$ cat config.mk
export PLATFORM = sky130hd
export DESIGN_NAME = mem_arbiter
export DESIGN_NICKNAME = d
export VERILOG_FILES = /design/src/design/panel_pkg.sv /design/src/design/mem_arbiter.sv
export SDC_FILE = /design/constraint.sdc
export NUM_CORES = 1
export LEC_CHECK = 0
export BUFFER_PORTS_ARGS = -buffer_cell sky130_fd_sc_hd__buf_2
export CAP_MARGIN = 10
export CORE_AREA = 5 5 42 44
export DETAILED_ROUTE_END_ITERATION = 10
export DIE_AREA = 0 0 47 49
export PLACE_DENSITY = 0.82
export SLEW_MARGIN = 15
export SYNTH_ARGS = -nofsm -noshare
export SYNTH_HDL_FRONTEND = slang
export SYNTH_SLANG_ARGS = --single-unit
$ cat constraint.sdc
create_clock -name vclk -period 1
set_input_delay 0.1 -clock vclk [all_inputs]
set_output_delay 0.1 -clock vclk [all_outputs]
set_load 0.05 [all_outputs]
$ cat src/design/panel_pkg.sv
`default_nettype none

package panel_pkg;

    // data word and the address within one memory field
    localparam int word_bits = 12;
    localparam int page_bits = 12;

    // major states of the cpu, one hot so the panel lamps can be driven directly
    typedef enum logic [4:0] {
        st_f0 = 5'b00001,
        st_d0 = 5'b00010,
        st_e0 = 5'b00100,
        st_h0 = 5'b01000,
        st_hw = 5'b10000
    } state_t;

    // the only decoded instruction, everything else is added to the accumulator
    localparam logic [word_bits-1:0] hlt_word = 12'o7402;

endpackage

`default_nettype wire
$ cat src/design/mem_arbiter.sv
`default_nettype none

module mem_arbiter #(
    parameter int field_bits = 1
) (
    input  wire                                      con_req,
    input  wire                                      con_we,
    input  wire  [field_bits+panel_pkg::page_bits-1:0] con_addr,
    input  wire  [panel_pkg::word_bits-1:0]          con_wdata,
    output logic                                     con_gnt,
    input  wire                                      cpu_req,
    input  wire  [field_bits+panel_pkg::page_bits-1:0] cpu_addr,
    output logic                                     cpu_gnt,
    output logic                                     mem_we,
    output logic [field_bits+panel_pkg::page_bits-1:0] mem_addr,
    output logic [panel_pkg::word_bits-1:0]          mem_wdata
);

    // the console always wins, the cpu only gets an idle cycle
    assign con_gnt = con_req;
    assign cpu_gnt = cpu_req && !con_req;

    // the cpu only reads so only the console can write
    assign mem_we    = con_req && con_we;
    assign mem_addr  = con_req ? con_addr : cpu_addr;
    assign mem_wdata = con_wdata;

endmodule

`default_nettype wire

# == Yosys cells after proc, flatten, opt, wreduce, memory -nomap -nowiden ==
# Cells that the tools add are included.
# classes
mux,1
reduce_logical,3
# op_table
cell,count
13-bit 2-to-1 mux,1
1-bit logical AND,2
1-bit logical NOT,1
# totals
register_bits,0
input_bits,41

# == Depth between registers and ports, before layout ==
# logic_depth
word_depth,2
ltp_mapped,3
mapped_depth_nobuf,1

# == Worst setup path before layout ==
# No wires, ideal clock.
# synth_timing
kind,input to output
start,input port con_req
end,output port mem_addr[11] (netlist bit)
arrival_time_ns,0.725
setup_slack_ns,0.175
path_stages,3
n_path_buf,2
path_cell_list,buf_6 > buf_12 > mux2_4
# synth_between
elab_chain_len,1
# synth_rtl
element,line,source
"start, declared",mem_arbiter.sv:6,"input wire con_req,"
13-bit 2-to-1 mux,mem_arbiter.sv:25,assign mem_addr = con_req ? con_addr : cpu_addr;
"end, declared",mem_arbiter.sv:15,"output logic [field_bits+panel_pkg::page_bits-1:0] mem_addr,"
# Every way passes these cells.

# == Worst setup path after layout ==
# layout_timing
start,input port con_req
end,output port mem_addr[8] (netlist bit)
# Same word-level chain as after synthesis.

==> reports/metrics.cfg <==
[sta]
setup_tns_ns = 0
min_period_ns = 0.966
setup_viol = 0
rsz0062_at_grt = false
hold_viol = 0
fin_hold_ws_ns = 0.200
finalMaxSlewViolations = 0
max_slew.worst_pin.slew_ns = 0.250
maxSlewHeadroom = 0.835
postLayoutSetupSlackWorst_ns = 0.0339
timing.final.crit_share = 0.966
clock.fmax_mhz = 1040

[global_route]
grt_antenna_before_repair = 0
grt_max_degree = 11
gr-total-overflow = 0
grt_pass1_wl_um = 1260
grt.total_usage = 0.0695
grt_pass1_vias = 325

[worst_setup_path]
timing_worst_setup_path_type = primary input to primary output
worstPathArrival_ns = 0.87
worstPathRequired_ns = 0.90
crit_path_end_kind = primary output
crit_path_start_kind = primary input
crit_path_start = con_req
crit_fanout = 10

[placed_design]
dp.cells = 78
place_ws_ns = -0.000492
place.gp.congestion = 0.529
placed_area_um2 = 478
hpwl_um = 872
port_buffers = 45

[layout]
final_design_area_no_fill_um2 = 526
syn2layout_area_growth_pct = 63.4
seq_cells = 0
seq_area_um2 = 0
stdcell_count = 78
drive_gt1_frac = 1.00
nClkBuffers = 0
diodes = 0
layout.nets = 105

[route]
viasPerCell = 4.15
drt_iter0_markers = 0
routed_wl_um = 978
wl_per_cell_um = 12.5
vias = 324
drcViolationCount = 0
antenna_left = 0
dr.pass1.iters = 1

[status]
run_status = finished clean

[power_and_ir_drop]
p_comb_frac = 1.000
sw_frac_of_total = 0.571
irDropWorstVdd_mv = 0.349
p_clk_frac = 0
power_density_nw_per_um2 = 769
p_sw_mw = 0.231
pwr-share-seq = 0
power.leakage_nw = 0.307
p_int_mw = 0.173

[yosys]
synthAdderAreaFrac = 0
synthSimpleGateAreaFrac = 0.0506
synth_top_family_by_area = multiplexers
syn_avg_cell_area_um2 = 10.7
synth_nets = 71
synthCells = 30
synth_xor_area_frac = 0
synthDistinctLibCells = 7
synth_compound_area_frac = 0
synth_warnings = 0
syn-cell-area_um2 = 322
synth.area.mux_share = 0.549
yosysSeqAreaShare = 0

[floorplanning]
core_um2 = 1400
dieArea_um2 = 2300
num_io_pins = 69
initial_core_util = 0.229
fp.dieH_um = 49
rows = 14
die_w_um = 47

[worst_hold_path]
hp-class = primary input to primary output
min_path_cells = 0
hold_path_end = mem_wdata[11]
hold_start = con_wdata[11]

[job]
cap_violations = 0

[clock_network]
holdBufCountCts = 0

==> power by group through the flow <==
stage	combinational (mW)	sequential (mW)	clock (mW)
after global placement	0.365	0	0
after floorplan	0.400	0	0
after detailed placement	0.370	0	0
after CTS	0.372	0	0
final	0.404	0	0
after global routing	0.422	0	0
==> how the worst max path moves through the flow <==
stage	to	slack, ns	cells past startpoint
after floorplan	mem_addr[11]	0.18	3
after global placement	mem_addr[10]	0.01	4
after global routing	mem_addr[0]	0.002	4
after detailed placement	mem_addr[2]	-0.0005	4
after CTS	mem_addr[4]	0.006	4
final	mem_addr[8]	0.03	4
==> critical path, cell delays in order <==
cell	delay [ns]
buf_2	0.14
buf_12	0.15
mux2_4	0.29
buf_4	0.19
==> final cells by class <==
class / instances / area, um^2
tap: 16 / 20.0
multi-input combinational: 15 / 193
timing repair buffer: 47 / 313
fill: 149 / 876
==> placed cells by master (no fill, tap or decap) <==
master / count
buf_12: 2
buf_4: 9
buf_6: 4
mux2_2: 5
buf_2: 32
and2_2: 1
and2b_2: 1
mux2_4: 8
==> metal layers <==
layer,track usage,share of wire,vias up
met3,0.0221,0.27,2
met4,0.0138,0.016,0
met2,0.167,0.52,39
met5,0,0,-
li1,-,-,152
met1,0.0348,0.19,131
==> Yosys cell counts <==
cell | number | area share
mux2_2 | 5 | 0.18
and2_2 | 1 | 0.023
buf_6 | 1 | 0.035
buf_12 | 1 | 0.062
buf_4 | 13 | 0.30
and2b_2 | 1 | 0.027
mux2_4 | 8 | 0.37
==> cell families (layout without fill, tap and decap cells) <==
| family | count (synthesis) | after routing |
|---|---|---|
| mux | 13 | 13 |
| buf+inv | 15 | 47 |
| simple gates | 2 | 2 |
==> what timing repair did <==
action                                  4_1_cts  5_1_grt
buffers inserted                              0        0
gates resized for setup                       1       28
gates cloned                                  0        0
endpoints found under the hold margin         0        0
endpoints found under the setup margin        1       13
==> per-stage QoR <==
stage / power [mW] / utilization
floorplan: 0.400 / -
global placement: 0.365 / 0.341
detailed placement: 0.370 / 0.341
CTS: 0.372 / 0.343
global route: 0.422 / 0.375
finish: 0.404 / 0.375
Power figures use the tool's default switching activity.
