### config.mk
export PLATFORM = sky130hd
export DESIGN_NAME = panel_console
export DESIGN_NICKNAME = d
export VERILOG_FILES = /design/src/design/panel_pkg.sv /design/src/design/panel_console.sv
export SDC_FILE = /design/constraint.sdc
export NUM_CORES = 1
export LEC_CHECK = 0
export BUFFER_PORTS_ARGS = -buffer_cell sky130_fd_sc_hd__buf_2
export CAP_MARGIN = 40
export CORE_UTILIZATION = 45
export DETAILED_ROUTE_END_ITERATION = 16
export PLACE_DENSITY_LB_ADDON = 0.08
export SYNTH_ARGS = -nofsm -noshare
export SYNTH_HDL_FRONTEND = slang
export SYNTH_SLANG_ARGS = --single-unit
### constraint.sdc
create_clock -name clk -period 5.4 [get_ports clk]
set_clock_uncertainty 0.2 [all_clocks]
set_input_delay 0.54 -clock clk [delete_from_list [all_inputs] [get_ports clk]]
set_output_delay 0.54 -clock clk [all_outputs]
set_load 0.03 [all_outputs]
### src/design/panel_pkg.sv
`default_nettype none

package panel_pkg;

    // data word and the address within one memory field
    localparam int word_bits = 12;
    localparam int page_bits = 12;

    // major states of the cpu, one hot so the panel lamps can be driven directly
    typedef enum logic [4:0] {
        st_f0 = 5'b00001,
        st_d0 = 5'b00010,
        st_e0 = 5'b00100,
        st_h0 = 5'b01000,
        st_hw = 5'b10000
    } state_t;

    // the only decoded instruction, everything else is added to the accumulator
    localparam logic [word_bits-1:0] hlt_word = 12'o7402;

endpackage

`default_nettype wire
### src/design/panel_console.sv
`default_nettype none

module panel_console #(
    parameter int field_bits = 1
) (
    input  wire                                      clk,
    input  wire                                      reset,
    input  wire  [panel_pkg::word_bits-1:0]          sr,
    input  wire                                      addr_loadd,
    input  wire                                      depd,
    input  wire                                      examd,
    input  wire                                      extd_addrd,
    output logic [panel_pkg::page_bits-1:0]          ma,
    output logic [field_bits-1:0]                    field,
    output logic [panel_pkg::word_bits-1:0]          mb,
    output logic                                     con_req,
    output logic                                     con_we,
    output logic [field_bits+panel_pkg::page_bits-1:0] con_addr,
    output logic [panel_pkg::word_bits-1:0]          con_wdata,
    input  wire                                      con_gnt,
    input  wire  [panel_pkg::word_bits-1:0]          mem_rdata
);

    logic addr_loadd_q;
    logic depd_q;
    logic examd_q;
    logic extd_addrd_q;
    logic addr_load_go;
    logic dep_go;
    logic exam_go;
    logic extd_addr_go;
    logic rd_pending;

    // each switch pulse lasts several cycles, only its first cycle counts
    assign addr_load_go = addr_loadd && !addr_loadd_q;
    assign dep_go       = depd && !depd_q;
    assign exam_go      = examd && !examd_q;
    assign extd_addr_go = extd_addrd && !extd_addrd_q;

    assign con_addr  = {field, ma};
    assign con_wdata = mb;

    always_ff @(posedge clk)
    begin
        if (reset)
        begin
            addr_loadd_q <= 1'b0;
            depd_q       <= 1'b0;
            examd_q      <= 1'b0;
            extd_addrd_q <= 1'b0;
            con_req      <= 1'b0;
            con_we       <= 1'b0;
            rd_pending   <= 1'b0;
            ma           <= '0;
            field        <= '0;
            mb           <= '0;
        end
        else
        begin
            addr_loadd_q <= addr_loadd;
            depd_q       <= depd;
            examd_q      <= examd;
            extd_addrd_q <= extd_addrd;

            if (addr_load_go)
                ma <= sr;
            if (extd_addr_go)
                field <= sr[field_bits-1:0];

            // deposit goes through mb so the lamps show the stored word
            if (dep_go)
            begin
                mb      <= sr;
                con_req <= 1'b1;
                con_we  <= 1'b1;
            end
            else if (exam_go)
            begin
                con_req <= 1'b1;
                con_we  <= 1'b0;
            end

            // memory took the address in the grant cycle so ma may move on
            if (con_req && con_gnt)
            begin
                con_req    <= 1'b0;
                ma         <= ma + 1'b1;
                rd_pending <= !con_we;
            end
            else
            begin
                rd_pending <= 1'b0;
            end

            if (rd_pending)
                mb <= mem_rdata;
        end
    end

endmodule

`default_nettype wire

After elaboration in Yosys (flattened, before gate mapping)

Index checks and enable logic that the tools add are counted.
W data, S select, Z words.

Bits of input ports: 31
Flip-flop bits (word level): 32

Bitwise operators: 1
Mux-type cells: 8
Reduce and logical (&&, ||, !) cells: 15
$add $sub $neg: 1

Operators with widths:

| cell                    | number |
|---|---|
| $mux W12                | 4 |
| $add A12 B1 Y12 const B | 1 |
| $reduce_bool A2 Y1      | 3 |
| $logic_and A1 B1 Y1     | 5 |
| $logic_not A1 Y1        | 5 |
| $mux W1                 | 4 |
| $reduce_or A2 Y1        | 2 |
| $not A1 Y1              | 1 |

Longest topological paths before layout

Depth after elaboration: 4
Depth in mapped cells: 6

Worst setup path after synthesis

Ideal clock, no wire load.

Path type: register to register
Start point: register ma[0] (netlist bit)
End point: register ma[8] (netlist bit)
Clock period less this slack: 1.980 ns
Path buffers: 1
Cell stages (with the launch flop): 7
Slack: 3.420 ns
Arrival time: 1.706 ns
Cells stage by stage: dfxtp_1 > ha_1 > and3_2 > clkbuf_1 > nand3_1 > or3_1 > a31oi_1

Cells in the longest elaborated chain, start to end: 2

Ends and longest elaborated chain:

| element                | RTL line            | RTL |
|---|---|---|
| from (decl)            | panel_console.sv:13 | `output logic [panel_pkg::page_bits-1:0] ma,` |
| from (signal assigned) | panel_console.sv:66 | `ma <= sr;` |
| from (signal assigned) | panel_console.sv:87 | `ma <= ma + 1'b1;` |
| $add A12 B1 Y12        | panel_console.sv:87 |  |
| $mux W12               | panel_console.sv:84 | `if (con_req && con_gnt)` |

No other way between the ends.
A chain may end at the register's enable or synchronous reset.

Worst setup path after layout

Start point: input depd
End point: register mb (netlist bit con_wdata[10])

Cells in the longest elaborated chain, start to end: 2

Ends and longest elaborated chain:

| element                      | RTL line            | RTL |
|---|---|---|
| from (decl)                  | panel_console.sv:10 | `input wire depd,` |
| $logic_and A1 B1 Y1          | panel_console.sv:36 | `assign dep_go = depd && !depd_q;` |
| $reduce_bool A2 Y1 (no line) | n/a                 |  |
| to (signal assigned)         | panel_console.sv:73 | `mb <= sr;` |
| to (signal assigned)         | panel_console.sv:96 | `mb <= mem_rdata;` |
| to (decl)                    | panel_console.sv:15 | `output logic [panel_pkg::word_bits-1:0] mb,` |

No other way between the ends.

==> results.json <==
{
  "grt_use_met1_pct": 26.9,
  "nFillCells": 368,
  "sw_frac_of_total_pct": 33.7,
  "async_reset_ff_share_pct": 0,
  "drt_iter0_markers": 78,
  "cts_max_level": 2,
  "layout-drive-gt1-share_pct": 44.1,
  "setup_viol": 0,
  "crit_path_end_kind": "register",
  "final_util_pct": 55.9,
  "min_period_ns": 1.97,
  "powerDensity_mw_per_mm2": 302,
  "grt_usage_pct": 19.7,
  "fin_area_sq_mm": 0.00205,
  "met3_usage_pct": 6.34,
  "final_max_slew_viol_count": 0,
  "synthTopCellsByArea": "dfxtp_1 (37%), buf_4 (11%), mux2i_1 (8.2%), mux2_2 (7.9%), nor2_1 (5.0%)",
  "num_rows": 22,
  "synth_flop_cell": "dfxtp_1",
  "yosysSeqAreaShare_pct": 37.4,
  "die_x_um": 63.7,
  "clkPwrFrac_pct": 31.0,
  "min_path_type": "register to register",
  "area_growth_syn_to_layout_pct": 19.3,
  "register_area_sq_um": 641,
  "seq_power_share_pct": 44.0,
  "via_count": 1503,
  "path_class": "primary input to register",
  "drc_errors": 0,
  "hold_viol": 0,
  "routed_via_density": 5.13,
  "place_ws_ns": 3.10,
  "setup_tns_ns": 0,
  "synth_cells": 191,
  "cts_buffers": 5,
  "cp.required_ns": 5.35,
  "dpl.hpwl_um": 2710,
  "start_util_pct": 46.8,
  "grt_pass1_vias": 1263,
  "peakVddDrop_uv": 147,
  "nNetsFinal": 276,
  "tightest_slew_ns": 0.737,
  "clk_latency_ns": 0.29,
  "setup_slack_ns": 3.43,
  "grt_pass1_wl_um": 6070,
  "outcome": "complete, no violations",
  "drt_pass1_iterations": 4,
  "cp_max_fo": 9,
  "detail_route.wl_per_cell_um": 13.0,
  "p_sw_mw": 0.208,
  "cap_violations": 0,
  "p_int_mw": 0.409,
  "p_leak_nw": 0.963,
  "synth_edf_count": 0,
  "worstPathArrival_ns": 1.93,
  "cts-root-buf": "clkbuf_8",
  "insertedDiodeCount": 0,
  "yosysTopAreaCellShare_pct": 37.4,
  "dieArea_sq_mm": 0.00406,
  "io_pins": 83,
  "comb_power_share_pct": 25.0,
  "grt_start_max_net_pins": 35,
  "synth_cell_types": 34,
  "cts_sinks": 32,
  "synthesis.area_sq_mm": 0.00171,
  "fin_crit_sh_pct": 36.5,
  "die_y_um": 63.7,
  "totalPowerFinal_mw": 0.617,
  "ctsResizeCount": 0,
  "cts_tree": "done",
  "rsz0062_at_grt": "false",
  "routed_wl_um": 3800,
  "grtUsageMet2_pct": 28.7,
  "clockBufferDepth": 2,
  "top_usage_layer": "met2",
  "netlist_top_cells_count": "dfxtp_1 (32), buf_4 (26), nor2_1 (23)",
  "ys_ff_latch": 32,
  "antenna_found_initial": 0,
  "start_kind": "primary input",
  "io_buffers": 82,
  "synth_top_cell_by_area": "dfxtp_1",
  "multi_input_area_sq_um": 835,
  "post_cts_buffers": 0,
  "max-slew-margin-rel_pct": 50.8,
  "coreArea_sq_mm": 0.00366,
  "placed_cell_area_sq_mm": 0.00195,
  "synth_nets": 223,
  "avgSynthCellArea_sq_um": 8.97,
  "gp_congestion": 0.820,
  "gr-total-overflow": 0,
  "yosysWarnings": 0,
  "fmax_mhz": 507,
  "ctsHoldBuffers": 0,
  "clkSlewWorstSetupHoldPaths_ns": 0.06,
  "post-synth-top-count-cell": "dfxtp_1",
  "ant_nets": 0
}
==> area by class of cell <==
| type | instances | area share (%) |
|---|---|---|
| flip-flops and latches | 32 | 31.3 |
| well taps | 48 | 2.94 |
| clock inverters | 2 | 0.489 |
| multi-input cells | 122 | 40.8 |
| clock buffers | 6 | 4.04 |
| repair buffers | 83 | 20.4 |
==> worst paths after layout <==
| kind | startpoint | endpoint | slack (ns) | cells after the start |
|---|---|---|---|---|
| worst max register to register | depd_q$_SDFF_PP0_ | con_wdata[10]$_SDFFE_PP0P_ | 3.49 | 5 |
| worst min-delay path | con_we$_SDFFE_PP0P_ | rd_pending$_SDFF_PP0_ | 0.26 | 1 |
| worst min register to register | con_we$_SDFFE_PP0P_ | rd_pending$_SDFF_PP0_ | 0.26 | 1 |
| worst max-delay path | depd | con_wdata[10]$_SDFFE_PP0P_ | 3.43 | 6 |
==> sequential cells by signal (all words and copies together), names as in the netlist <==
name,count
depd_q,1
extd_addrd_q,1
con_req,1
con_we,1
rd_pending,1
ma,12
con_wdata,12
field,1
addr_loadd_q,1
examd_q,1
==> cell families after synthesis <==
group                      count (synthesis)  synth area share (%)
and+or+nand+nor                           69                  21.3
buffers and inverters                     37                  13.9
DFF                                       32                  37.4
muxes                                     26                  16.1
AOI/OAI and AO/OA                         24                  9.56
xor gates and xnor gates                   2                  1.02
adders and majority gates                  1                 0.730
==> power groups by stage <==
stage / combinational (mW) / clock [mW] / sequential [mW]
after floorplan: 0.0985 / 0 / 0.303
after global placement: 0.154 / 0 / 0.277
after detailed placement: 0.155 / 0 / 0.277
after CTS: 0.155 / 0.197 / 0.272
after global routing: 0.166 / 0.207 / 0.275
final: 0.154 / 0.191 / 0.272
==> per-layer routing <==
| layer | wire, um | up-vias |
|---|---|---|
| met4 | 36 | 0 |
| met2 | 1680 | 62 |
| met3 | 290 | 4 |
| met5 | 0 | - |
| met1 | 1800 | 688 |
| li1 | - | 749 |
==> layout by cell type (no fill, tap or decap), drive strengths merged, types with 3 or more instances in the layout <==
master	synthesis	layout
nor2	23	23
nand2	6	6
a211oi	6	6
a31oi	5	5
or3	3	3
nor3	5	5
and3	4	4
mux2	12	12
mux2i	14	14
nand3	8	8
nor2b	11	11
o21ai	3	3
a21oi	4	4
buf	30	83
a22oi	3	3
dfxtp	32	32
clkbuf	7	6
==> through the flow <==
stage | instances | hold slack, ns
2_1_floorplan | 191 | 0.328
3_3_place_gp | 284 | 0.256
3_5_place_dp | 285 | 0.251
4_1_cts | 293 | 0.262
5_1_grt | 293 | 0.274
6_report | 293 | 0.263
==> worst max-delay path: stages <==
cell and delay, ns:
buf_2 0.08, nor2b_1 0.49, buf_4 0.28, mux2_2 0.34
mux2i_1 0.13, nor2_1 0.05
Note: power is estimated with default switching activity, not from simulation.
