File: src/design/panel_pkg.sv
`default_nettype none

package panel_pkg;

    // data word and the address within one memory field
    localparam int word_bits = 12;
    localparam int page_bits = 12;

    // major states of the cpu, one hot so the panel lamps can be driven directly
    typedef enum logic [4:0] {
        st_f0 = 5'b00001,
        st_d0 = 5'b00010,
        st_e0 = 5'b00100,
        st_h0 = 5'b01000,
        st_hw = 5'b10000
    } state_t;

    // the only decoded instruction, everything else is added to the accumulator
    localparam logic [word_bits-1:0] hlt_word = 12'o7402;

endpackage

`default_nettype wire
File: src/design/cpu_sequencer.sv
`default_nettype none

module cpu_sequencer #(
    parameter int field_bits = 1
) (
    input  wire                                      clk,
    input  wire                                      reset,
    input  wire  [panel_pkg::page_bits-1:0]          start_addr,
    input  wire  [field_bits-1:0]                    start_field,
    input  wire                                      contd,
    input  wire                                      cleard,
    input  wire                                      sing_step,
    input  wire                                      halt,
    output panel_pkg::state_t                        state,
    output logic [panel_pkg::page_bits-1:0]          pc,
    output logic [panel_pkg::word_bits-1:0]          ac,
    output logic                                     run,
    output logic                                     cpu_req,
    output logic [field_bits+panel_pkg::page_bits-1:0] cpu_addr,
    input  wire                                      cpu_gnt,
    input  wire  [panel_pkg::word_bits-1:0]          mem_rdata
);

    logic                           contd_q;
    logic                           cleard_q;
    logic                           cont_go;
    logic                           clear_go;
    logic                           halted;
    logic                           step_more;
    logic [field_bits-1:0]          pc_field;
    logic [panel_pkg::word_bits-1:0] ir;

    assign cont_go  = contd && !contd_q;
    assign clear_go = cleard && !cleard_q;

    assign halted   = (state == panel_pkg::st_h0) || (state == panel_pkg::st_hw);
    assign run      = !halted;

    // fetch holds the request until the arbiter grants it
    assign cpu_req  = (state == panel_pkg::st_f0);
    assign cpu_addr = {pc_field, pc};

    always_ff @(posedge clk)
    begin
        if (reset)
        begin
            contd_q   <= 1'b0;
            cleard_q  <= 1'b0;
            state     <= panel_pkg::st_h0;
            pc        <= '0;
            pc_field  <= '0;
            ac        <= '0;
            step_more <= 1'b0;
        end
        else
        begin
            contd_q  <= contd;
            cleard_q <= cleard;

            case (state)
                panel_pkg::st_h0, panel_pkg::st_hw:
                begin
                    if (clear_go)
                        ac <= '0;
                    if (cont_go)
                    begin
                        // after a halt instruction the program restarts at the console
                        // address, a switch halt resumes where it stopped
                        if (state == panel_pkg::st_h0)
                        begin
                            pc       <= start_addr;
                            pc_field <= start_field;
                        end
                        state <= panel_pkg::st_f0;
                    end
                end
                panel_pkg::st_f0:
                begin
                    if (cpu_gnt)
                        state <= panel_pkg::st_d0;
                end
                panel_pkg::st_d0:
                begin
                    // read data belongs to the grant of the previous cycle
                    ir    <= mem_rdata;
                    state <= panel_pkg::st_e0;
                end
                panel_pkg::st_e0:
                begin
                    pc        <= pc + 1'b1;
                    step_more <= 1'b0;
                    if (ir == panel_pkg::hlt_word)
                        state <= panel_pkg::st_h0;
                    else
                    begin
                        ac <= ac + ir;
                        if (step_more)
                            state <= panel_pkg::st_f0;
                        else if (halt || sing_step)
                            state <= panel_pkg::st_hw;
                        else
                            state <= panel_pkg::st_f0;
                    end
                end
                default:
                    state <= panel_pkg::st_h0;
            endcase

            // a step requested mid instruction lets one more instruction through
            if (cont_go && !halted && sing_step)
                step_more <= 1'b1;
        end
    end

endmodule

`default_nettype wire

File: config.mk
export PLATFORM = sky130hd
export DESIGN_NAME = cpu_sequencer
export DESIGN_NICKNAME = d
export VERILOG_FILES = /design/src/design/panel_pkg.sv /design/src/design/cpu_sequencer.sv
export SDC_FILE = /design/constraint.sdc
export NUM_CORES = 1
export LEC_CHECK = 0
export BUFFER_PORTS_ARGS = -buffer_cell sky130_fd_sc_hd__buf_2
export CAP_MARGIN = 15
export CORE_MARGIN = 2
export CORE_UTILIZATION = 56
export DETAILED_ROUTE_END_ITERATION = 10
export PLACE_DENSITY = 0.85
export SYNTH_ARGS = -nofsm -noshare
export SYNTH_HDL_FRONTEND = slang
export SYNTH_SLANG_ARGS = --single-unit
File: constraint.sdc
create_clock -name clk -period 4.6 [get_ports clk]
set_clock_uncertainty 0.15 [all_clocks]
set_input_delay 0.69 -clock clk [delete_from_list [all_inputs] [get_ports clk]]
set_output_delay 0.69 -clock clk [all_outputs]
set_load 0.05 [all_outputs]
Word level (Yosys, flattened, before mapping)
Index checks and enable logic that the tools add are counted.
- bits in writable memories: 0
- ROM bits: 0
- input port bits: 32
- memories: 0
- logic and storage cells: 53
- latch bits: 0
- register bits after elaboration: 45
- multiplexer cells: 14
- shift-type cells: 0
- $add $sub $neg: 2
- multiply operators: 0
- magnitude comparators: 0
- bitwise operators: 1
- reduce and logical (&&, ||, !) cells: 17
- divide/modulo/power cells: 0
- eq/ne operators: 11
- operators with widths (kind ; number):
    two-way mux 12 bit ; 4
    one-hot mux 12 bit (2 select lines) ; 2
    two-way mux 5 bit ; 5
    one-hot mux 5 bit (4 select lines) ; 1
    adder 12 x 1 -> 12 bit, second input constant ; 1
    adder 12 bit ; 1
    equality test 12 bit, second input constant ; 1
    AND reduction 3 bit ; 3
    != test 2 bit, second input constant ; 4
    equality test 5 x 1 -> 1 bit, second input constant ; 1
    equality test 5 x 2 -> 1 bit, second input constant ; 1
    equality test 5 x 3 -> 1 bit, second input constant ; 1
    equality test 5 x 4 -> 1 bit, second input constant ; 1
    equality test 5 bit, second input constant ; 1
    logical AND 1 bit ; 4
    AND reduction 2 bit ; 2
    nonzero test 2 bit ; 2
    logical NOT 1 bit ; 3
    logical OR 1 bit ; 2
    two-way mux 1 bit ; 2
    != test 2 x 1 -> 1 bit, second input constant ; 1
    OR reduction 2 bit ; 1
    NOT 1 bit ; 1

Depth between registers and ports, before layout
- depth after elaboration: 6
- gate-level depth with buffers: 9
- depth with buffers taken out: 8

Worst setup path after synthesis
Ideal clock, no wire load.
- kind: flip-flop to flip-flop
- from: register ac[0] (netlist bit)
- to: register ac[8] (netlist bit)
- arrival time: 2.165 ns
- path buffers: 0
- data required time: 4.333 ns
- setup slack: 2.168 ns
- library setup time: 0.117 ns
- stages on the path, launching flop included: 9
- path through: dfxtp_1 > ha_1 > fa_1 > a211oi_1 > o21bai_1 > a21boi_0 > o21bai_1 > xor2_1 > a22o_1
- cells in the longest elaborated chain, start to end: 3
- ends and longest elaborated chain (element ; RTL line ; text):
    start: declaration ; cpu_sequencer.sv:16 ; output logic [panel_pkg::word_bits-1:0] ac,
    start signal: assignment ; cpu_sequencer.sv:96 ; ac <= ac + ir;
    adder 12 bit ; cpu_sequencer.sv:96 ;
    two-way mux 12 bit ; cpu_sequencer.sv:92 ; if (ir == panel_pkg::hlt_word)
    one-hot mux 12 bit (2 select lines) ; cpu_sequencer.sv:60 ; case (state)
Every way passes these cells. The select of a mux whose other input is x is not followed.
A chain may end at the register's enable or synchronous reset.

Worst setup path after layout
- from: register state[0]
- to: register ac[11] (netlist bit)
- cells in the longest elaborated chain, start to end: 4
- ends and longest elaborated chain (element ; RTL line ; text):
    start: declaration ; cpu_sequencer.sv:14 ; output panel_pkg::state_t state,
    start signal: assignment ; cpu_sequencer.sv:49 ; state <= panel_pkg::st_h0;
    start signal: assignment ; cpu_sequencer.sv:74 ; state <= panel_pkg::st_f0;
    start signal: assignment ; cpu_sequencer.sv:80 ; state <= panel_pkg::st_d0;
    equality test 5 bit or equality test 5 x 4 -> 1 bit (tied branches) ; cpu_sequencer.sv:60 ;
    OR reduction 2 bit ; cpu_sequencer.sv:60 ;
    != test 2 bit (no line) or nonzero test 2 bit (tied branches) ; - ;
    AND reduction 3 bit (no line) ; - ;
Several ways; a longest one is shown, not always the timed one.

==> metrics.txt <==
gr ovfl total=0; Placeable Area=4630 um2; clock sinks=45; Post-synth EDFFs=12; mux contribution to synthesized area=0.00378; Worst Max-Slew Pin Slew=0.875 ns; Worst Hold Launch=pc_field; routability cong.=0.904; final WL=~5700 um; Adder-Cell Fraction of Synth Area=0.0642; Compound-Gate Fraction of Synth Area=0.232; Crit Path Class=register to register; Setup Buffers After CTS=0; Rel. slew slack=0.413; status=complete, no violations; largest net degree at the start of global routing=32; Mapped Cells=280; Hold Crit Class=register to register; WL/cell=14.6 um; Post-DRT Antenna Nets=0; Initial Utilization=0.572; RR Endpoint=ac[11]; endpoint class of the critical path=register; Max clock buf depth=2; # fillers=400; clock root buffer master=clkbuf_8; Critical Path, Cell by Cell=nor3_4, nand3b_1, o21ai_1, o21ai_2, and2_4, a211o_1; Finished Layout Cells=391; drt via density=a little under 6; post_cts resized=0; Final Instance Area=3020 um2; vias in the first global route=2,068; Yosys reg bits=45; htree depth=2; PwrDens=347 nW/um2; DRC Markers=0; Top-Level Pins=76; Total Power=1.05 mW; chip height=72.8 um; final net count=381; R2R cell count=6; Clock Latency Late Sink=0.30 ns; Die W=72.8 um; CTS tree=built; row cnt=25; Worst path max stage delay=0.55 ns; setup slack, reg-to-reg=2.03 ns; Synth Warn #=0; via total after detailed routing=2,282; Placed Area=2900 um2; Synth Area in XOR/XNOR=0.0364; total nets after synthesis=325; largest family of logic cells by synthesized area=compound AO/OA/AOI/OAI gates; Placed Instances=383; Setup TNS Final=0 ns; Num CTS Buffers=5; fraction of the mapped netlist area in simple logic gates=0.203; DRT iter0 DRCs=211; Netlist Area Pre-Place=2650 um2; antenna cells=0; CP top delay family=simple AND/OR/NAND/NOR gates; Arr. time, crit path=around 2.6 ns; Final Hold Fails=0; Hold Path Sink=pc_field; RR Startpoint=state[0]; Die ar.=5300 um2; area growth from synthesis to layout=13.8%; synthesized area per cell=between 9 and 10 um2; CP Launch Type=register; Post-CTS Hold Fix Bufs=0; final worst path period share=0.559; CTS clk-pin slew, worst paths=0.09 ns; leakage power=1.38 nW; Yosys cell types=60; final setup violation count=0; RSZ-0062 raised after global routing=false; global-route wire length before repair=9380 um; Slew Limit Fails=0; Tot GR Track Use=0.227; slowest CP cell=nand3b_1; asr flop ratio synth=0; Period minus WS final=2.57 ns; Post-DP HPWL=between 4000 and 5000 um; worst hold path depth=2; number of port buffers=75; initial antenna violation count=0; ratio of cells with drive above 1 in the final layout=0.273; Req. time, crit path=4.65 ns; fmax=389 MHz; sequential area share after synthesis=0.385; VDD IR max=0.173 mV; first-pass iteration count of the detailed router=4; Most used DFF post-synth=dfxtp_1; MaxCap Viol Count=0; CP Max Fanout=22; Buf/Inv on CP=0
[Yosys cell counts (all sizes together) (2+ instances only)]
cell type	number	area share
dfxtp	33	0.25
nor2	31	0.044
inv	3	0.0043
o21ai	19	0.037
clkbuf	3	0.0043
buf	23	0.067
edfxtp	12	0.14
nand2b	5	0.015
o22ai	2	0.0047
a21oi	20	0.039
a311oi	2	0.0066
a2bb2oi	2	0.0066
a211oi	8	0.023
o21bai	4	0.011
nand3	5	0.0094
xnor2	7	0.023
nand3b	6	0.023
nor3	5	0.014
a21o	6	0.017
nand4	2	0.0047
and3	7	0.017
nor2b	4	0.012
xor2	4	0.013
ha	12	0.057
and2	7	0.017
a2111oi	2	0.014
a22o	3	0.0099
nand2	12	0.017
nor4b	2	0.0066
nor3b	2	0.0057
o211ai	2	0.0057
a22oi	9	0.026
[layout make-up]
cell class              count  area (um2)  share of cell area
clock buffers               8         111              0.0369
inverters                   3        11.3             0.00373
repair buffers             75         375               0.124
multi-input cells         206        1430               0.474
flip-flops and latches     45        1020               0.339
well taps                  54        67.6              0.0224
[kinds of logic (layout without fill, tap and decap cells)]
logic type               after synthesis  count (layout)
multiplexers                           1               1
XOR/XNOR                              11              11
adder cells (fa/ha/maj)               13              13
AO/OA/AOI/OAI                         89              89
flip-flops                            45              45
AND/OR/NAND/NOR                       92              92
buffers and inverters                 29              86
[state kept, by name, indices dropped and copies added (netlist names)]
signal,count
ac,12
ir,12
pc,12
state,5
cleard_q,1
contd_q,1
pc_field,1
step_more,1
[per-stage QoR]
step	util	hold slack (ns)	worst slack, ns
2_1_floorplan	-	0.315	2.17
3_3_place_gp	0.627	0.323	2.05
3_5_place_dp	0.627	0.332	1.96
4_1_cts	0.651	0.356	2.03
5_1_grt	0.651	0.401	1.73
6_report	0.651	0.351	2.03
[layer usage]
layer | global-route usage | vias to the layer above | share of wire
met5 | 0 | - | 0
met4 | 0.101 | 0 | 0.021
met3 | 0.0525 | 9 | 0.058
met2 | 0.364 | 77 | 0.47
met1 | 0.291 | 1060 | 0.45
li1 | - | 1136 | -
[layout by cell type, fill, tap and decap left out, types with 5 or more instances in the layout]
master and instances:
o21ai_0 16, clkbuf_8 6, dfxtp_1 33, nand3_1 5, xnor2_1 7, edfxtp_1 12, a21o_1 6, nand2_1 12
and2_1 6, a211oi_1 8, a21oi_1 19, a22oi_1 9, nor2_1 31, buf_2 75, ha_1 12, and3_1 7
[worst min-delay path: cells and delay by family, from the launching register on]
family	cells	cell delay, ns
flip-flops	1	0.33
multiplexers	1	0.07
AND/OR/NAND/NOR	1	0.07
[worst max-delay path by stage]
stage / startpoint / to / slack (ns) / cells after the start
6_report: state[0] / ac[11] / 2.03 / 6
5_1_grt: state[4] / ac[11] / 1.73 / 6
4_1_cts: state[0] / ac[11] / 2.03 / 6
3_5_place_dp: contd / pc[7] / 1.96 / 7
3_3_place_gp: contd / pc[7] / 2.05 / 7
2_1_floorplan: ac[0] / ac[8] / 2.17 / 8
[power breakdown]
part / leakage (nW) / switching [mW] / internal, mW
clock: 0.0566 / 0.133 / 0.155
sequential: 0.377 / 0.0384 / 0.427
combinational: 0.943 / 0.207 / 0.0854
total: 1.38 / 0.378 / 0.667
No activity file was read; power rests on OpenSTA's default activity.
