## src/design/panel_pkg.sv

```systemverilog
`default_nettype none

package panel_pkg;

    // data word and the address within one memory field
    localparam int word_bits = 12;
    localparam int page_bits = 12;

    // major states of the cpu, one hot so the panel lamps can be driven directly
    typedef enum logic [4:0] {
        st_f0 = 5'b00001,
        st_d0 = 5'b00010,
        st_e0 = 5'b00100,
        st_h0 = 5'b01000,
        st_hw = 5'b10000
    } state_t;

    // the only decoded instruction, everything else is added to the accumulator
    localparam logic [word_bits-1:0] hlt_word = 12'o7402;

endpackage

`default_nettype wire
```

## src/design/front_panel.sv

```systemverilog
`default_nettype none

module front_panel #(
    parameter int debounce_bits = 4
) (
    input  wire               clk,
    input  wire               reset,
    input  wire panel_pkg::state_t state,
    input  wire               clear,
    input  wire               extd_addr,
    input  wire               addr_load,
    input  wire               dep,
    input  wire               exam,
    input  wire               cont,
    input  wire               sing_step,
    input  wire               halt,
    output logic              sw_active,
    output logic              triggerd,
    output logic              cleard,
    output logic              extd_addrd,
    output logic              addr_loadd,
    output logic              depd,
    output logic              examd,
    output logic              contd
);

    typedef enum logic [2:0] {
        s_latch,
        s_wait,
        s_trig1,
        s_trig2,
        s_trig3,
        s_delay,
        s_reenable
    } trig_state_t;

    trig_state_t            trig_state;
    logic [5:0]             switch_latch;
    logic [6:0]             switch_pulse;
    logic [debounce_bits:0] lock_cnt;
    logic                   lockout;
    logic                   halted;
    logic                   may_fire;

    assign {triggerd, cleard, extd_addrd, addr_loadd, depd, examd, contd} = switch_pulse;

    assign halted = (state == panel_pkg::st_h0) || (state == panel_pkg::st_hw);

    // while the machine runs only a continue in single step mode gets through
    assign may_fire = halted || (switch_latch[0] && sing_step);

    // the halt level is shown as a busy panel so the operator waits
    assign sw_active = lockout || halt;

    always_ff @(posedge clk)
    begin
        if (reset)
        begin
            trig_state   <= s_latch;
            switch_latch <= '0;
            switch_pulse <= '0;
            lock_cnt     <= '0;
            lockout      <= 1'b0;
        end
        else
        begin
            case (trig_state)
                s_latch:
                begin
                    switch_latch <= switch_latch |
                                    {clear, extd_addr, addr_load, dep, exam, cont};
                    if (switch_latch != '0)
                    begin
                        trig_state <= s_wait;
                        lockout    <= 1'b1;
                    end
                end
                s_wait:
                begin
                    // hold the latched switches until the major state allows them
                    if (may_fire)
                    begin
                        trig_state   <= s_trig1;
                        switch_pulse <= {1'b1, switch_latch};
                        switch_latch <= '0;
                    end
                end
                s_trig1:
                    trig_state <= s_trig2;
                s_trig2:
                    trig_state <= s_trig3;
                s_trig3:
                    trig_state <= s_delay;
                s_delay:
                begin
                    // pulses end after the first delay cycle, lockout keeps going
                    switch_pulse <= '0;
                    if (lock_cnt[debounce_bits])
                        trig_state <= s_reenable;
                end
                s_reenable:
                begin
                    lockout    <= 1'b0;
                    trig_state <= s_latch;
                end
                default:
                    trig_state <= s_latch;
            endcase

            // the lockout counter restarts with every trigger
            if (trig_state == s_trig1)
                lock_cnt <= '0;
            else
                lock_cnt <= lock_cnt + 1'b1;
        end
    end

endmodule

`default_nettype wire

```

## config.mk

```make
export PLATFORM = sky130hd
export DESIGN_NAME = front_panel
export DESIGN_NICKNAME = d
export VERILOG_FILES = /design/src/design/panel_pkg.sv /design/src/design/front_panel.sv
export SDC_FILE = /design/constraint.sdc
export NUM_CORES = 1
export LEC_CHECK = 0
export CAP_MARGIN = 20
export CORE_MARGIN = 2
export CORE_UTILIZATION = 53
export CTS_CLUSTER_DIAMETER = 100
export DETAILED_ROUTE_END_ITERATION = 6
export DONT_BUFFER_PORTS = 1
export HOLD_SLACK_MARGIN = 0.03
export PLACE_DENSITY = 0.72
export SLEW_MARGIN = 20
export SYNTH_ARGS = -nofsm -noshare
export SYNTH_HDL_FRONTEND = slang
export SYNTH_SLANG_ARGS = --single-unit
```

## constraint.sdc

```tcl
create_clock -name clk -period 1.3 [get_ports clk]
set_input_delay 0.195 -clock clk [delete_from_list [all_inputs] [get_ports clk]]
set_output_delay 0.195 -clock clk [all_outputs]
set_load 0.05 [all_outputs]
```

; Yosys cells after proc, flatten, opt, wreduce, memory -nomap -nowiden
; Cells that the tools add are included.
; W data, S select, Z words.
[op_classes]
eq_ne = 11
div_mod_pow = 0
mux = 10
bitwise_logic = 1
magnitude_cmp = 0
shifts = 0
mul = 0
n_reduce_logical = 14
addsub = 1
[op_table]
columns = op, count
row1 = $pmux W3 S6, 1
row2 = $pmux W7 S2, 1
row3 = $pmux W6 S2, 1
row4 = $eq A3 B3 Y1 const B, 3
row5 = $mux W3, 3
row6 = $mux W7, 1
row7 = $eq A3 B2 Y1 const B, 2
row8 = $mux W6, 1
row9 = $ne A2 B2 Y1 const B, 3
row10 = $or A6 B6 Y6, 1
row11 = $reduce_and A2 Y1, 3
row12 = $reduce_bool A2 Y1, 3
row13 = $reduce_bool A6 Y1, 1
row14 = $add A5 B1 Y5 const B, 1
row15 = $eq A5 B4 Y1 const B, 1
row16 = $eq A5 B5 Y1 const B, 1
row17 = $eq A3 B1 Y1 const B, 1
row18 = $logic_not A3 Y1, 1
row19 = $logic_or A1 B1 Y1, 3
row20 = $reduce_and A3 Y1, 1
row21 = $pmux W1 S2, 1
row22 = $reduce_or A2 Y1, 1
row23 = $logic_and A1 B1 Y1, 1
row24 = $mux W1, 1
[word_totals]
mem_count = 0
in_bits = 15
latchBits = 0
mem_bits_ro = 0
word_cells = 42
output_inout_bits = 8
ram_bits = 0
register_bits = 22

; Longest topological paths before layout
[depth]
word_depth = 5
mapped_depth = 5

; Worst setup path after synthesis
; Ideal clock, no wire load.
[synth_path]
path_kind = input-to-reg
from = input state[1]
to = register trig_state[1]
cell_stages = 4
path_slack_ns = -0.039
t_arrival_ns = 1.268
cell_sequence = or3_4 o211a_1 or3_1 a21oi_1
[synth_via]
elab_chain_len = 5
[synth_lines]
columns = item, line_no
row1 = start: declaration, front_panel.sv:8  ; input wire panel_pkg::state_t state,
row2 = $eq A5 B4 Y1 / $eq A5 B5 Y1 (equally long branches), front_panel.sv:47  ; assign halted = (state == panel_pkg::st_h0) || (state == panel_pkg::st_hw);
row3 = $logic_or A1 B1 Y1 *, front_panel.sv:47
row4 = $logic_or A1 B1 Y1 *, front_panel.sv:50  ; assign may_fire = halted || (switch_latch[0] && sing_step);
row5 = $ne A2 B2 Y1 (no line) *, --
row6 = $reduce_and A3 Y1 (no line) *, --
row7 = end signal: assignment, front_panel.sv:59  ; trig_state <= s_latch;
row8 = end signal: assignment, front_panel.sv:74  ; trig_state <= s_wait;
row9 = end signal: assignment, front_panel.sv:83  ; trig_state <= s_trig1;
row10 = end: declaration, front_panel.sv:37  ; trig_state_t trig_state;
; Every way passes the cells marked *; elsewhere a longest branch is shown, timed or not.
; A chain may end at the register's enable or synchronous reset.

; Final worst setup path
[layout_path]
from = register trig_state[2]
to = register trig_state[0]
[layout_via]
elab_chain_len = 3
[layout_lines]
columns = item, line_no
row1 = "$eq A3 B1 Y1, or another cell as far along", front_panel.sv:67  ; case (trig_state)
row2 = $ne A2 B2 Y1 (no line), --
row3 = $reduce_and A3 Y1 (no line), --
; Parallel ways exist; a longest one is shown, timed or not.

==> results.py <==
metrics = {
    "floorplanning": {
        "dieWidth_um": 47.2,
        "die_h_um": 47.2,
        "design.core.area_um2": 1750,
        "num_rows": 15,
        "start_util_pct": 56.6,
        "die_area_um2": 2220,
        "num_io_pins": 23,
    },
    "global_route": {
        "grt_max_degree": 16,
        "grt-ovfl-total": 0,
        "grt_usage_pct": 23.6,
        "antenna_found_initial": 0,
        "grt_pass1_vias": 825,
        "grt_pass1_wl_um": 3650,
    },
    "sta": {
        "fin_crit_sh_pct": 96.0,
        "slew_headroom_pct": 60.5,
        "fin_crit_ns": 1.25,
        "fin_worst_skew_ns": 0.00202,
        "hold_viol": 0,
        "tightest_slew_ns": 0.591,
        "timing.final.max_slew_violations": 0,
        "whs_ns": 0.0568,
        "setup_viol": 0,
        "max_freq_ghz": 0.801,
    },
    "detailed_routing": {
        "detail_route.vias_per_cell": 5.99,
        "routed_wl_um": 2320,
        "vias": 934,
        "drc": 0,
        "wl_per_cell_um": 14.9,
        "drt_first_pass_iters": 4,
        "drt_iter0_markers": 14,
        "ant_nets": 0,
    },
    "placed_design": {
        "place.gp.congestion": 0.803,
        "dp_hpwl_um": 1640,
        "place_area_um2": 1100,
        "io_buffer_count": 0,
    },
    "logic_synthesis": {
        "synth_ff_type": "dfxtp_1",
        "yosysWarningCount": 0,
        "synth_xor_area_share_pct": 4.31,
        "ys_seq_area_share_pct": 44.6,
        "yosys.area_share.simple_pct": 23.2,
        "netlist_area_um2": 987,
        "synth_compound_area_share_pct": 20.2,
        "synth_top_area_share_pct": 44.6,
        "yosysUniqueCellTypes": 30,
        "synth_common_cells": "dfxtp_1, a21oi_1, nor2_1",
        "synthAdderAreaFrac_pct": 1.27,
        "synth_nets": 133,
        "synth_area_leaders": "dfxtp_1, a21oi_1, a2111oi_0",
        "synth_most_common_cell": "dfxtp_1",
        "async_reset_ff_share_pct": 0,
        "ys_seq_elements": 22,
        "netlist_instances": 117,
        "avgSynthCellArea_um2": 8.44,
        "synth_top_family_by_area": "simple AND/OR/NAND/NOR gates",
        "synth-edff-count": 0,
        "yosys.area.top_type": "dfxtp_1",
        "synth.area.mux_share_pct": 1.14,
    },
    "cells_and_area": {
        "design_area_um2": 1200,
        "drive_above_1_share_pct": 23.7,
        "fin_nets": 148,
        "fillCellCount": 142,
        "antenna_cells": 0,
        "area_growth_pct": 21.4,
    },
    "critical_path": {
        "worstSetupPathType": "flop to flop",
        "crit_fanout": 5,
        "start_kind": "flop",
        "r2r_start": "trig_state[2]$_SDFFE_PP0P_",
        "crit_required_ns": 1.52,
        "end_kind": "flop",
        "r2r-end": "trig_state[0]$_SDFFE_PP0P_",
        "rrSetupSlack_ns": 0.05,
        "worstPathArrival_ns": 1.46,
        "reg2reg_depth": 4,
    },
    "clocking": {
        "htree_levels": 1,
        "post_cts_buffers": 0,
        "cts.root.buffer_cell": "clkbuf_4",
        "clk_latency_ns": 0.30,
        "cts_tree": "done",
        "cts_sinks": 22,
        "clk_pin_slew_ns": 0.13,
        "numCtsBuffers": 3,
        "clk_path_buf_depth": 2,
    },
    "power_and_ir_drop": {
        "vdd_drop_max_mv": 1.10,
        "p_leak_nw": 0.438,
        "p_per_area_nw_per_um2": 1460,
        "power_w": 0.00175,
    },
    "status": {
        "outcome": "finished, final reports clean",
    },
    "worst_hold_path": {
        "min_path_cells": 2,
        "min_to": "switch_pulse[6]$_SDFFE_PP0P_",
        "hold_class": "input port to flop",
        "worstHoldStart": "reset",
    },
    "job": {
        "max_cap_viol_count": 0,
    },
}
-- final cells by class --
class	count	area, µm²	area share, %
clock buffer	3	22.5	1.88
clock inverter	1	30.0	2.51
inverter	9	33.8	2.82
multi-input combinational	81	520	43.4
sequential	22	445	37.2
tap	25	31.3	2.61
timing repair buffer	15	115	9.60
-- layer usage --
layer,share of wire (%),vias up,global-route usage (%),wire length [µm]
met5,0,-,0,0
met4,1.8,0,8.33,42
met3,4.4,6,5.00,102
met2,49,34,37.5,1140
met1,44,440,31.7,1030
li1,-,454,-,-
-- critical path, cell delays in order (launching register included) --
cell	delay, ns
dfxtp_2	0.42
inv_1	0.11
o21ai_0	0.28
nor2_1	0.08
nor4b_1	0.26
-- flip-flops by register name (all words and copies together), names as in the netlist --
name          cells
lock_cnt          5
switch_pulse      7
switch_latch      6
trig_state        3
lockout           1
-- kinds of logic (layout without fill, tap and decap cells) --
logic type | after synthesis | in the layout
fa+ha+maj | 1 | 1
mux | 1 | 1
simple gates | 44 | 44
buf+inv | 14 | 28
compound gates | 31 | 31
flops | 22 | 22
xor+xnor | 4 | 4
-- worst max-delay path by stage --
stage / from / to
2_1_floorplan: state[2] / trig_state[1]$_SDFFE_PP0P_
3_3_place_gp: state[2] / trig_state[1]$_SDFFE_PP0P_
3_5_place_dp: trig_state[2]$_SDFFE_PP0P_ / switch_latch[4]$_SDFFE_PP0P_
4_1_cts: lockout$_SDFFE_PP0P_ / sw_active
5_1_grt: trig_state[1]$_SDFFE_PP0P_ / switch_pulse[0]$_SDFFE_PP0P_
6_report: trig_state[2]$_SDFFE_PP0P_ / trig_state[0]$_SDFFE_PP0P_
-- layout by cell type (no fill, tap or decap), types with 2 or more instances in the layout --
| cell type | count |
|---|---|
| nor2b_1 | 2 |
| dfxtp_1 | 18 |
| nor2_1 | 9 |
| nor3_1 | 3 |
| nor4_1 | 2 |
| a2111oi_1 | 5 |
| a21oi_1 | 11 |
| nand3_1 | 7 |
| o21ai_0 | 5 |
| clkbuf_4 | 3 |
| buf_4 | 14 |
| inv_1 | 9 |
| xor2_1 | 2 |
| a31oi_1 | 5 |
| nand2_1 | 7 |
| dfxtp_2 | 4 |
| nand4_1 | 5 |
-- metrics by stage --
step           util [%]  setup WS (ns)  std cells  setup TNS (ns)
3_5_place_dp       63.3        -0.0516        151         -0.0965
5_1_grt            68.7       -0.00524        156        -0.00524
6_report           68.7         0.0520        156               0
4_1_cts            67.0         0.0271        156               0
2_1_floorplan         -       0.000783        117               0
3_3_place_gp       63.3        -0.0225        151         -0.0225
-- timing repair --
action                     in CTS  in global routing
hold endpoints to repair       15                  0
setup endpoints to repair       1                 10
hold buffers                    1                  0
gates resized for setup         1                 15
pin swaps                       0                  0
-- report_power, final --
part	switching [W]	internal, W	leakage [nW]
logic	0.000241	0.000162	0.229
clock network	0.000214	0.000311	0.0279
registers	0.0000786	0.000746	0.182
Note: power is estimated with default switching activity, not from simulation.
